## config.mk

```make
export PLATFORM = sky130hd
export DESIGN_NAME = sdCardTop
export DESIGN_NICKNAME = d
export VERILOG_FILES = /design/src/source/sdCardPkg.sv /design/src/source/sdCrc.sv /design/src/source/sdPhaseTimer.sv /design/src/source/sdCmdReceiver.sv /design/src/source/sdCardControl.sv /design/src/source/sdRespSender.sv /design/src/source/sdDatSender.sv /design/src/source/sdCardTop.sv
export VERILOG_INCLUDE_DIRS = /design/src /design/src/source
export SDC_FILE = /design/constraint.sdc
export NUM_CORES = 1
export LEC_CHECK = 0
export BUFFER_PORTS_ARGS = -buffer_cell sky130_fd_sc_hd__buf_2
export CORE_MARGIN = 2
export CORE_UTILIZATION = 40
export CTS_CLUSTER_SIZE = 40
export DETAILED_ROUTE_END_ITERATION = 10
export MAX_ROUTING_LAYER = met4
export PLACE_DENSITY_LB_ADDON = 0.15
export SYNTH_ARGS = -nofsm -noshare
export SYNTH_HDL_FRONTEND = slang
export SYNTH_SLANG_ARGS = --single-unit
```

## constraint.sdc

```tcl
create_clock -name clk -period 6.8 [get_ports clk]
set_input_delay 1.02 -clock clk [delete_from_list [all_inputs] [get_ports clk]]
set_output_delay 1.02 -clock clk [all_outputs]
set_load 0.005 [all_outputs]
```

## src/source/sdCard_config.svh

```systemverilog
`ifndef SD_CARD_CONFIG_SVH
`define SD_CARD_CONFIG_SVH

// ======================================================================
// Card identity and response words
// ======================================================================

// Address handed out by CMD3
`define SD_RCA              16'hAAAA

// Low half of the R6 argument
`define SD_R6_STATUS        16'h0520

// R1 argument, transfer state and ready for data
`define SD_CARD_STATUS      32'h0000_0900

// R3 argument with the power-up done bit set
`define SD_OCR_READY        32'hC1FF_8080

// ======================================================================
// Timing and block geometry, in clock cycles
// ======================================================================

`define SD_NCR              2
`define SD_NAC              8
`define SD_BLOCK_NIBBLES    1024
`define SD_FIRST_WORD       16'hFFFF

`endif

```

## src/source/sdCardPkg.sv

```systemverilog
package sdCardPkg;

    // Top bit set for application commands
    typedef logic [6:0] cmdIndexT;

    localparam cmdIndexT CMD0   = {1'b0, 6'd0};
    localparam cmdIndexT CMD3   = {1'b0, 6'd3};
    localparam cmdIndexT CMD7   = {1'b0, 6'd7};
    localparam cmdIndexT CMD8   = {1'b0, 6'd8};
    localparam cmdIndexT CMD12  = {1'b0, 6'd12};
    localparam cmdIndexT CMD18  = {1'b0, 6'd18};
    localparam cmdIndexT CMD55  = {1'b0, 6'd55};
    localparam cmdIndexT ACMD41 = {1'b1, 6'd41};

    // Received command, judged by the receiver
    typedef struct packed {
        logic [5:0]  index;
        logic [31:0] arg;
        logic        frameOk;
    } cmdFrameT;

    // Response to send on the command line
    typedef struct packed {
        logic [5:0]  index;
        logic [31:0] arg;
        logic        noCrc;
    } respFrameT;

    typedef logic [6:0]  crc7T;
    typedef logic [15:0] crc16T;

    // Generator polynomials without the top term
    localparam crc7T  CRC7_POLY  = 7'h09;
    localparam crc16T CRC16_POLY = 16'h1021;

    typedef logic [15:0] readWordT;

endpackage

```

## src/source/sdCrc.sv

```systemverilog
`timescale 1ns/1ps

module sdCrc #(
    parameter type crcT = logic [6:0],
    parameter crcT poly = '0
) (
    input  logic clk,
    input  logic rst_,
    input  logic clear,
    input  logic enable,
    input  logic din,
    output crcT  crc,
    output crcT  crcNext
);
    localparam int Width = $bits(crcT);

    logic feedback;

    // MSB-first shift, poly folded in when the feedback bit is set
    assign feedback = din ^ crc[Width-1];
    assign crcNext  = feedback ? crcT'((crc << 1) ^ poly) : crcT'(crc << 1);

    always_ff @(posedge clk) begin
        if (!rst_ || clear) begin
            crc <= '0;
        end else if (enable) begin
            crc <= crcNext;
        end
    end

endmodule

```

## src/source/sdPhaseTimer.sv

```systemverilog
`timescale 1ns/1ps

module sdPhaseTimer #(
    parameter int width = 8
) (
    input  logic             clk,
    input  logic             rst_,
    input  logic             load,
    input  logic [width-1:0] count,
    output logic             done
);
    logic [width-1:0] remain;
    logic             running;

    // done comes count cycles after the load cycle
    assign done = running && (remain == '0);

    always_ff @(posedge clk) begin
        if (!rst_) begin
            remain  <= '0;
            running <= 1'b0;
        end else if (load) begin
            remain  <= count - 1'b1;
            running <= (count != '0);
        end else if (running) begin
            if (remain == '0) begin
                running <= 1'b0;
            end else begin
                remain <= remain - 1'b1;
            end
        end
    end

endmodule

```

## src/source/sdCmdReceiver.sv

```systemverilog
`timescale 1ns/1ps

module sdCmdReceiver (
    input  logic                 clk,
    input  logic                 rst_,
    input  logic                 cmdIn,
    input  logic                 cmdOe,
    output logic                 cmdValid,
    output sdCardPkg::cmdFrameT  cmdFrame
);
    import sdCardPkg::*;

    logic        receiving;
    logic [5:0]  bitCnt;
    logic [46:0] shiftReg;
    logic [47:0] frameBits;
    logic        startBit;
    logic        lastBit;
    logic        crcEnable;
    crc7T        crc;

    // Own output on the line is never taken as a start bit
    assign startBit  = !receiving && !cmdOe && !cmdIn;
    assign lastBit   = receiving && (bitCnt == 6'd47);
    assign crcEnable = startBit || (receiving && (bitCnt < 6'd40));
    assign frameBits = {shiftReg, cmdIn};

    sdCrc #(.crcT(crc7T), .poly(CRC7_POLY)) crc7 (
        .clk     (clk),
        .rst_    (rst_),
        .clear   (lastBit),
        .enable  (crcEnable),
        .din     (cmdIn),
        .crc     (crc),
        .crcNext ()
    );

    always_ff @(posedge clk) begin
        if (!rst_) begin
            receiving <= 1'b0;
            bitCnt    <= '0;
            cmdValid  <= 1'b0;
        end else begin
            cmdValid <= lastBit;
            if (startBit) begin
                receiving <= 1'b1;
                bitCnt    <= 6'd1;
            end else if (lastBit) begin
                receiving <= 1'b0;
            end else if (receiving) begin
                bitCnt <= bitCnt + 6'd1;
            end
        end
    end

    always_ff @(posedge clk) begin
        shiftReg <= frameBits[46:0];
        if (lastBit) begin
            cmdFrame.index   <= frameBits[45:40];
            cmdFrame.arg     <= frameBits[39:8];
            // Preamble 01, CRC match, end bit 1
            cmdFrame.frameOk <= (frameBits[47:46] == 2'b01) && (frameBits[7:1] == crc)
                                && frameBits[0];
        end
    end

endmodule

```

## src/source/sdCardControl.sv

```systemverilog
`timescale 1ns/1ps
`include "sdCard_config.svh"

module sdCardControl (
    input  logic                  clk,
    input  logic                  rst_,
    input  logic                  cmdValid,
    input  sdCardPkg::cmdFrameT   cmdFrame,
    output logic                  respReq,
    output sdCardPkg::respFrameT  respFrame,
    output logic                  readStart,
    output logic                  readStop,
    output logic                  cmdError
);
    import sdCardPkg::*;

    typedef enum logic {Idle, Reading} stateT;

    stateT     state;
    logic      appPrefix;
    logic [15:0] rca;
    cmdIndexT  code;
    logic      respNext;
    logic      errorNext;
    logic      startNext;
    logic      stopNext;
    respFrameT frameNext;

    // ======================================================================
    // Command decode
    // ======================================================================
    always_comb begin
        // Only ACMD41 is defined after CMD55, anything else decodes as usual
        if (appPrefix && ({1'b1, cmdFrame.index} == ACMD41)) begin
            code = ACMD41;
        end else begin
            code = {1'b0, cmdFrame.index};
        end
        respNext  = 1'b0;
        errorNext = 1'b0;
        startNext = 1'b0;
        stopNext  = 1'b0;
        frameNext = '{index: cmdFrame.index, arg: `SD_CARD_STATUS, noCrc: 1'b0};
        if (cmdValid) begin
            if (!cmdFrame.frameOk) begin
                errorNext = 1'b1;
            end else begin
                case (code)
                    CMD0: stopNext = 1'b1;
                    CMD3: begin
                        respNext      = 1'b1;
                        frameNext.arg = {`SD_RCA, `SD_R6_STATUS};
                    end
                    CMD7: begin
                        respNext  = (cmdFrame.arg[31:16] == rca);
                        errorNext = (cmdFrame.arg[31:16] != rca);
                    end
                    CMD8: begin
                        // Echo voltage and check pattern
                        respNext      = 1'b1;
                        frameNext.arg = {20'h0, cmdFrame.arg[11:0]};
                    end
                    CMD12: begin
                        respNext = 1'b1;
                        stopNext = 1'b1;
                    end
                    CMD18: begin
                        respNext  = 1'b1;
                        startNext = 1'b1;
                    end
                    CMD55: respNext = 1'b1;
                    ACMD41: begin
                        respNext  = 1'b1;
                        frameNext = '{index: 6'h3F, arg: `SD_OCR_READY, noCrc: 1'b1};
                    end
                    default: errorNext = 1'b1;
                endcase
            end
        end
    end

    // ======================================================================
    // Card state and strobes
    // ======================================================================
    always_ff @(posedge clk) begin
        if (!rst_) begin
            state     <= Idle;
            appPrefix <= 1'b0;
            rca       <= '0;
            respReq   <= 1'b0;
            readStart <= 1'b0;
            readStop  <= 1'b0;
            cmdError  <= 1'b0;
        end else begin
            respReq   <= respNext;
            readStart <= startNext;
            readStop  <= stopNext && (state == Reading);
            cmdError  <= errorNext;
            if (cmdValid) begin
                appPrefix <= cmdFrame.frameOk && (code == CMD55);
                if (cmdFrame.frameOk && (code == CMD3)) begin
                    rca <= `SD_RCA;
                end else if (cmdFrame.frameOk && (code == CMD0)) begin
                    rca <= '0;
                end
            end
            if (startNext) begin
                state <= Reading;
            end else if (stopNext) begin
                state <= Idle;
            end
        end
    end

    always_ff @(posedge clk) begin
        if (respNext) begin
            respFrame <= frameNext;
        end
    end

endmodule

```

## src/source/sdRespSender.sv

```systemverilog
`timescale 1ns/1ps
`include "sdCard_config.svh"

module sdRespSender (
    input  logic                  clk,
    input  logic                  rst_,
    input  logic                  respReq,
    input  sdCardPkg::respFrameT  respFrame,
    output logic                  cmdOut,
    output logic                  cmdOe
);
    import sdCardPkg::*;

    typedef enum logic [2:0] {Idle, Delay, Data, Crc, End} phaseT;

    phaseT       phase;
    logic [39:0] dataReg;
    logic        noCrc;
    crc7T        crcNext;
    crc7T        crcReg;
    logic        timerLoad;
    logic [5:0]  timerCount;
    logic        timerDone;

    sdPhaseTimer #(.width(6)) timer (
        .clk   (clk),
        .rst_  (rst_),
        .load  (timerLoad),
        .count (timerCount),
        .done  (timerDone)
    );

    // CRC7 over preamble, index and argument
    sdCrc #(.crcT(crc7T), .poly(CRC7_POLY)) crc7 (
        .clk     (clk),
        .rst_    (rst_),
        .clear   (phase == Idle),
        .enable  (phase == Data),
        .din     (dataReg[39]),
        .crc     (),
        .crcNext (crcNext)
    );

    always_comb begin
        timerLoad  = 1'b0;
        timerCount = 6'(`SD_NCR - 1);
        if ((phase == Idle) && respReq) begin
            timerLoad = 1'b1;
        end else if ((phase == Delay) && timerDone) begin
            timerLoad  = 1'b1;
            timerCount = 6'd40;
        end else if ((phase == Data) && timerDone) begin
            timerLoad  = 1'b1;
            timerCount = 6'd7;
        end
    end

    always_ff @(posedge clk) begin
        if (!rst_) begin
            phase <= Idle;
        end else begin
            case (phase)
                Idle:    if (respReq) phase <= Delay;
                Delay:   if (timerDone) phase <= Data;
                Data:    if (timerDone) phase <= Crc;
                Crc:     if (timerDone) phase <= End;
                default: phase <= Idle;
            endcase
        end
    end

    always_ff @(posedge clk) begin
        if ((phase == Idle) && respReq) begin
            dataReg <= {2'b00, respFrame.index, respFrame.arg};
            noCrc   <= respFrame.noCrc;
        end else if (phase == Data) begin
            dataReg <= dataReg << 1;
        end
        // Last data bit is folded in through crcNext
        if ((phase == Data) && timerDone) begin
            crcReg <= noCrc ? '1 : crcNext;
        end else if (phase == Crc) begin
            crcReg <= crcReg << 1;
        end
    end

    assign cmdOe = phase inside {Data, Crc, End};

    always_comb begin
        case (phase)
            Data:    cmdOut = dataReg[39];
            Crc:     cmdOut = crcReg[6];
            default: cmdOut = 1'b1;
        endcase
    end

endmodule

```

## src/source/sdDatSender.sv

```systemverilog
`timescale 1ns/1ps
`include "sdCard_config.svh"

module sdDatSender (
    input  logic       clk,
    input  logic       rst_,
    input  logic       readStart,
    input  logic       readStop,
    output logic [3:0] datOut,
    output logic       datOe
);
    import sdCardPkg::*;

    typedef enum logic [2:0] {Idle, Gap, Start, Payload, Crc, End} phaseT;

    phaseT       phase;
    readWordT    readWord;
    logic [1:0]  nibSel;
    logic [3:0]  nibble;
    crc16T       crcNext [4];
    crc16T       crcShift [4];
    logic        timerLoad;
    logic [10:0] timerCount;
    logic        timerDone;

    // High nibble first
    assign nibble = 4'(readWord >> {~nibSel, 2'b00});

    sdPhaseTimer #(.width(11)) timer (
        .clk   (clk),
        .rst_  (rst_),
        .load  (timerLoad),
        .count (timerCount),
        .done  (timerDone)
    );

    for (genvar i = 0; i < 4; i++) begin : gLine
        sdCrc #(.crcT(crc16T), .poly(CRC16_POLY)) crc16 (
            .clk     (clk),
            .rst_    (rst_),
            .clear   (phase != Payload),
            .enable  (phase == Payload),
            .din     (nibble[i]),
            .crc     (),
            .crcNext (crcNext[i])
        );
    end

    // ======================================================================
    // Phase lengths
    // ======================================================================
    always_comb begin
        timerLoad  = 1'b0;
        timerCount = 11'(`SD_NAC);
        if (readStart) begin
            timerLoad  = 1'b1;
            timerCount = 11'(`SD_NAC - 1);
        end else if (phase == Start) begin
            timerLoad  = 1'b1;
            timerCount = 11'(`SD_BLOCK_NIBBLES);
        end else if ((phase == Payload) && timerDone) begin
            timerLoad  = 1'b1;
            timerCount = 11'd16;
        end else if (phase == End) begin
            timerLoad = 1'b1;
        end
    end

    always_ff @(posedge clk) begin
        if (!rst_ || readStop) begin
            phase <= Idle;
        end else if (readStart) begin
            phase <= Gap;
        end else begin
            case (phase)
                Gap:     if (timerDone) phase <= Start;
                Start:   phase <= Payload;
                Payload: if (timerDone) phase <= Crc;
                Crc:     if (timerDone) phase <= End;
                End:     phase <= Gap;
                default: phase <= Idle;
            endcase
        end
    end

    // Word count runs on across blocks
    always_ff @(posedge clk) begin
        if (readStart) begin
            readWord <= `SD_FIRST_WORD;
        end else if ((phase == Payload) && (nibSel == 2'd3)) begin
            readWord <= readWord - 1'b1;
        end
        nibSel <= (phase == Payload) ? nibSel + 2'd1 : 2'd0;
        for (int i = 0; i < 4; i++) begin
            if ((phase == Payload) && timerDone) begin
                crcShift[i] <= crcNext[i];
            end else if (phase == Crc) begin
                crcShift[i] <= crcShift[i] << 1;
            end
        end
    end

    assign datOe = phase inside {Start, Payload, Crc, End};

    always_comb begin
        case (phase)
            Start:   datOut = 4'h0;
            Payload: datOut = nibble;
            Crc:     datOut = {crcShift[3][15], crcShift[2][15], crcShift[1][15], crcShift[0][15]};
            default: datOut = 4'hF;
        endcase
    end

endmodule

```

## src/source/sdCardTop.sv

```systemverilog
`timescale 1ns/1ps

module sdCardTop (
    input  logic       clk,
    input  logic       rst_,
    input  logic       cmdIn,
    output logic       cmdOut,
    output logic       cmdOe,
    output logic [3:0] datOut,
    output logic       datOe,
    output logic       cmdError
);
    import sdCardPkg::*;

    logic      cmdValid;
    cmdFrameT  cmdFrame;
    logic      respReq;
    respFrameT respFrame;
    logic      readStart;
    logic      readStop;

    sdCmdReceiver receiver (
        .clk      (clk),
        .rst_     (rst_),
        .cmdIn    (cmdIn),
        .cmdOe    (cmdOe),
        .cmdValid (cmdValid),
        .cmdFrame (cmdFrame)
    );

    sdCardControl control (
        .clk       (clk),
        .rst_      (rst_),
        .cmdValid  (cmdValid),
        .cmdFrame  (cmdFrame),
        .respReq   (respReq),
        .respFrame (respFrame),
        .readStart (readStart),
        .readStop  (readStop),
        .cmdError  (cmdError)
    );

    sdRespSender respSender (
        .clk       (clk),
        .rst_      (rst_),
        .respReq   (respReq),
        .respFrame (respFrame),
        .cmdOut    (cmdOut),
        .cmdOe     (cmdOe)
    );

    sdDatSender datSender (
        .clk       (clk),
        .rst_      (rst_),
        .readStart (readStart),
        .readStop  (readStop),
        .datOut    (datOut),
        .datOe     (datOe)
    );

endmodule

```

Yosys cells after proc, flatten, opt, wreduce, memory -nomap -nowiden
Memories as Yosys holds them, arrays and structs flattened.
Index checks and enable logic that the tools add are counted.
{"block": "word_totals", "ff_bits": 324, "latchBits": 0, "mem_bits_rw": 64, "word_cells": 244, "mem_count": 1, "input_bits": 3, "rom_bits": 0, "output_inout_bits": 8}
{"name": "datSender.crcShift", "words": 4, "width": 16, "rd": 4, "rd_clocked_by_memory_dff": 0, "wr": 4, "line_no": "sdDatSender.sv:21", "text": "crc16T crcShift [4];"}
{"block": "classes", "bitwise_logic": 19, "n_addsub": 7, "mul": 0, "mux": 83, "eq_ne": 37, "n_reduce_logical": 58, "shift": 1, "n_lt_le_gt_ge": 1, "div": 0}
{"op": "16-bit 2-to-1 mux", "n": 6}
{"op": "32-bit one-hot mux with 3 select lines", "n": 1}
{"op": "39-bit 2-to-1 mux", "n": 2}
{"op": "38-bit 2-to-1 mux", "n": 2}
{"op": "11-bit 2-to-1 mux", "n": 5}
{"op": "13-bit 2-to-1 mux", "n": 4}
{"op": "1-bit 2-to-1 mux", "n": 36}
{"op": "6-bit 2-to-1 mux", "n": 6}
{"op": "7-bit 2-to-1 mux", "n": 4}
{"op": "3-bit 2-to-1 mux", "n": 8}
{"op": "11-bit by 1-bit subtractor with 11-bit output, second input constant", "n": 2}
{"op": "1-bit logical AND", "n": 18}
{"op": "16-bit == test", "n": 1}
{"op": "16-bit != test", "n": 1}
{"op": "2-bit nonzero test", "n": 8}
{"op": "16-bit by 4-bit >> shifter with 4-bit output", "n": 1}
{"op": "16-bit by 1-bit subtractor with 16-bit output, second input constant", "n": 1}
{"op": "3-bit one-hot mux with 5 select lines", "n": 1}
{"op": "7-bit by 4-bit == test with 1-bit output, second input constant", "n": 2}
{"op": "2-bit by 1-bit != test with 1-bit output, second input constant", "n": 7}
{"op": "2-bit AND reduction", "n": 7}
{"op": "3-bit by 2-bit == test with 1-bit output, second input constant", "n": 4}
{"op": "6-bit == test, second input constant", "n": 2}
{"op": "3-bit by 2-bit != test with 1-bit output, second input constant", "n": 4}
{"op": "40 further kinds", "n": 73}

Logic depth before layout (Yosys ltp)
{"block": "depth", "ltp_word": 10, "mapped_depth": 11, "ltp_nobuf": 9}

Hierarchy
A second synthesis with hierarchy kept.
{"block": "unflattened", "cells_unflattened": 1311, "hier_area_um2": 15268.4}
{"mod": "sdDatSender", "instances": 1, "seq_area_each_um2": 2332.2, "area_per_inst_um2": 3824.9, "cells_each": 376}
{"mod": "sdCrc (datSender.gLine[0].crc16 ...)", "instances": 4, "seq_area_each_um2": 320.3, "area_per_inst_um2": 738.2, "cells_each": 70}
{"mod": "sdCmdReceiver", "instances": 1, "seq_area_each_um2": 2272.2, "area_per_inst_um2": 2618.8, "cells_each": 143}
{"mod": "sdRespSender", "instances": 1, "seq_area_each_um2": 1481.4, "area_per_inst_um2": 2294.7, "cells_each": 145}
{"mod": "sdCardControl", "instances": 1, "seq_area_each_um2": 800.8, "area_per_inst_um2": 1530.2, "cells_each": 137}
{"mod": "sdPhaseTimer (datSender.timer)", "instances": 1, "seq_area_each_um2": 240.2, "area_per_inst_um2": 942.2, "cells_each": 117}
{"mod": "sdCrc (receiver.crc7 ...)", "instances": 2, "seq_area_each_um2": 140.1, "area_per_inst_um2": 329.1, "cells_each": 31}
{"mod": "sdPhaseTimer (respSender.timer)", "instances": 1, "seq_area_each_um2": 140.1, "area_per_inst_um2": 446.7, "cells_each": 51}

Worst setup path before layout
OpenSTA, ideal clock, no wires.
{"block": "synth_timing", "kind": "flip-flop to flip-flop", "startpoint": "reg datSender.timer.remain[0]", "endpoint": "mem datSender.crcShift[0][0] in the netlist's numbering (enable)", "setup_time_ps": 422, "synth_period_minus_slack_ps": 3363, "arrival_ps": 2940, "required_ps": 6378, "path_buffers": 1, "path_slack_ps": 3437, "path_stages_with_launch": 6, "cell_sequence": "dfxtp_1 or4_4 nor4_1 nand3_1 clkbuf_1 nand2_1"}
{"item": "from (decl)", "line_no": "sdPhaseTimer.sv:12", "text": "logic [width-1:0] remain;"}
{"item": "from (signal assigned)", "line_no": "sdPhaseTimer.sv:23", "text": "remain <= count - 1'b1;"}
{"item": "from (signal assigned)", "line_no": "sdPhaseTimer.sv:29", "text": "remain <= remain - 1'b1;"}
{"item": "to (decl)", "line_no": "sdDatSender.sv:21"}

==> results.ini <==
[synthesis]
synth-xor-area-share_pct = 2.655
synth_fa_ha_area_share_pct = 0.5690
async_flop_share_pct = 0
synth_edf_count = 166
synth_compound_gate_area_share_pct = 7.179
syn_avg_cell_area_sq_um = 11.17
synth_area_sq_um = 13190
yosysWarnings = 0
ys_types = 72
synthCells = 1181
synth-main-ff-cell = dfxtp_1
yosys-top-cells-area = edfxtp_1 (38%), dfxtp_1 (28%), nand2_1 (7.7%)
synth-seq-cells = 352
muxShareOfSynthArea_pct = 1.669
yosys.area.top_type = edfxtp_1
seq_area_frac_synth_pct = 66.00
synth-simple-area-share_pct = 19.69
synth_fp_nets = 1190
synth_top_family_by_area = simple AND/OR/NAND/NOR gates
yosysTopAreaCellShare_pct = 37.78

[sta]
fin_crit_ns = 3.516
fin_skew_ns = 0.01374
maxSlewHeadroom_pct = 32.41
fin_setup_tns_ns = 0
slew_viol_final = 0
period_share_pct = 51.71
hold_viol_final = 0
grt_setup_unrepaired = no
fmax_ghz = 0.2844
worst_slew_pin_slew_ns = 1.013
setup_violations = 0

[route]
drtPass1Iterations = 5
routedWlPerCell_microns = 14.50
num_vias = 8210
post_drt_via_cell_ratio = 4.949
drtIter0Drc = 634
drt_wl_total_microns = 24050
drcViolationCount = 0
ant_nets = 0

[clock_tree]
cts_max_path_buffers = 3
cts_max_level = 2
cts_buffers = 39
root_buffer = clkbuf_16
clk_pin_slew_worst_paths_ns = 0.06
clk_latency_ns = 0.52
ctsHoldBuffers = 0
cts_tree = done
numClockSinks = 352
postCtsSetupRepairBufs = 0
cts_resized = 0

[critical_path]
crit_type = flop to flop
worstPathMaxFanout = 40
start_kind = flop
cp.required_ns = 6.98
crit_arrival_ns = 3.70
endpoint_kind = flop

[floorplan]
num_rows = 66
boundaryPins = 11
die_h_microns = 185.6
initial_utilization_pct = 40.55
coreArea_sq_um = 32540
dieArea_sq_um = 34450
die_width_microns = 185.6

[power_and_ir_drop]
power_density_nw_per_um2 = 292.6
peakVddDrop_v = 0.0002178
leakagePower_nw = 5.731
total_power_w = 0.004371

[outcome]
outcome = complete, no violations

[finish]
nNetsFinal = 1195
fin_area_sq_um = 14940
drive_gt1_share_pct = 8.628
syn2layout_area_growth_pct = 13.21
stdcell_count = 1659
diodes = 0

[placement]
dp_hpwl_microns = 14070
place_area_sq_um = 13670
gp_congestion = 0.7888
portBuffers = 10
dp_cells = 1587

[min_path]
hp-class = flop to flop

[job]
cap_violations = 0

[global_routing]
grt_pass1_vias = 7844
overflow = 0
grt_util_all_layers_pct = 14.84
grt_max_degree = 70
antenna_found_initial = 0
grt_first_pass_wirelength_microns = 40500

## metrics by stage
step / utilization, % / hold WS, ns / setup WS (ns)
after global routing: 45.91 / 0.3422 / 3.048
after global placement: 42.00 / 0.3144 / 3.326
final: 45.91 / 0.3285 / 3.284
after floorplan: - / 0.3096 / 3.437
after CTS: 45.91 / 0.3279 / 3.260
after detailed placement: 42.00 / 0.3143 / 3.221
## final timing paths
| check | start | endpoint | slack, ns | cells past startpoint |
|---|---|---|---|---|
| min reg2reg | receiver.shiftReg[22]$_DFF_P_ | receiver.shiftReg[23]$_DFF_P_ | 0.33 | 0 |
| max | datSender.timer.remain[0]$_SDFFE_PN0P_ | datSender.crcShift[0][8]$_DFFE_PP_ | 3.28 | 5 |
| max reg2reg | datSender.timer.remain[0]$_SDFFE_PN0P_ | datSender.crcShift[0][8]$_DFFE_PP_ | 3.28 | 5 |
| min | receiver.shiftReg[22]$_DFF_P_ | receiver.shiftReg[23]$_DFF_P_ | 0.33 | 0 |
## power breakdown
part	internal, W	switching [W]	leakage, nW
combinational	0.0000207	0.0000323	2.17
clock	0.00126	0.000816	0.623
sequential	0.00223	0.0000171	2.94
## layout make-up
class	count	area [sq um]
Multi-Input combinational cell	754	4204
Fill cell	3066	17600
Sequential cell	352	8708
Clock buffer	53	1069
Inverter	18	67.56
Clock inverter	19	202.7
Timing Repair Buffer	21	132.6
Tap cell	442	553.0
## layout by cell type (no fill, tap or decap), types with 5 or more instances in the layout
| cell | instances |
|---|---|
| a211oi_1 | 7 |
| a21o_1 | 5 |
| a21oi_1 | 26 |
| a22o_1 | 15 |
| a31oi_1 | 9 |
| and2_1 | 18 |
| and3_1 | 57 |
| buf_2 | 10 |
| buf_4 | 11 |
| clkbuf_1 | 10 |
| clkbuf_16 | 39 |
| clkinv_1 | 5 |
| clkinv_2 | 6 |
| dfxtp_1 | 186 |
| edfxtp_1 | 166 |
| ha_1 | 6 |
| inv_1 | 17 |
| mux2i_1 | 13 |
| nand2_1 | 271 |
| nand2b_1 | 10 |
| nand3_1 | 23 |
| nand4_1 | 12 |
| nor2_1 | 86 |
| nor2b_1 | 6 |
| nor3_1 | 17 |
| nor4_1 | 15 |
| o211ai_1 | 5 |
| o21ai_0 | 31 |
| or2_2 | 6 |
| xnor2_1 | 16 |
| xor2_1 | 24 |
## registers in the layout (all words and copies together), names as in the netlist, 11 cells and up
signal / flops
control.respFrame: 22
datSender.crcShift: 64
datSender.gLine.crc16.crc: 64
datSender.readWord: 16
datSender.timer.remain: 11
receiver.cmdFrame: 35
receiver.shiftReg: 47
respSender.dataReg: 40
## worst max-delay path, stage by stage (launching register included)
cell and delay, ns:
dfxtp_1 0.34, or4_4 0.58, nor4_1 0.29, nand3_1 0.53, nand2_2 0.93, buf_4 0.46
## synth_stat cells (3+ instances only)
master	instances
a2111oi_0	4
a211oi_1	7
a21o_1	5
a21oi_1	26
a22o_1	15
a22oi_1	4
a31oi_1	9
and2_1	19
and3_1	57
buf_1	7
clkbuf_1	46
dfxtp_1	186
edfxtp_1	166
ha_1	6
inv_1	17
mux2i_1	13
mux4_2	4
nand2_1	272
nand2b_1	10
nand3_1	23
nand3b_1	3
nand4_1	12
nor2_1	88
nor2b_1	6
nor3_1	17
nor3b_1	3
nor4_1	15
o211ai_1	5
o21a_1	3
o21ai_0	31
o31ai_1	3
or2_2	6
or3_1	4
or4_1	3
xnor2_1	16
xor2_1	24
## layer usage
metal	routed length (microns)	up-vias	track usage [%]
met5	0	-	-
met4	434	0	4.031
met3	860	31	2.759
met2	10400	104	21.67
met1	12350	3886	21.24
li1	-	4189	-
## cell families after synthesis
group	Yosys count
compound gates	135
xor+xnor	40
fa+ha+maj	6
buf+inv	75
flops	352
mux	17
simple gates	556
(Power assumes the default switching activity.)
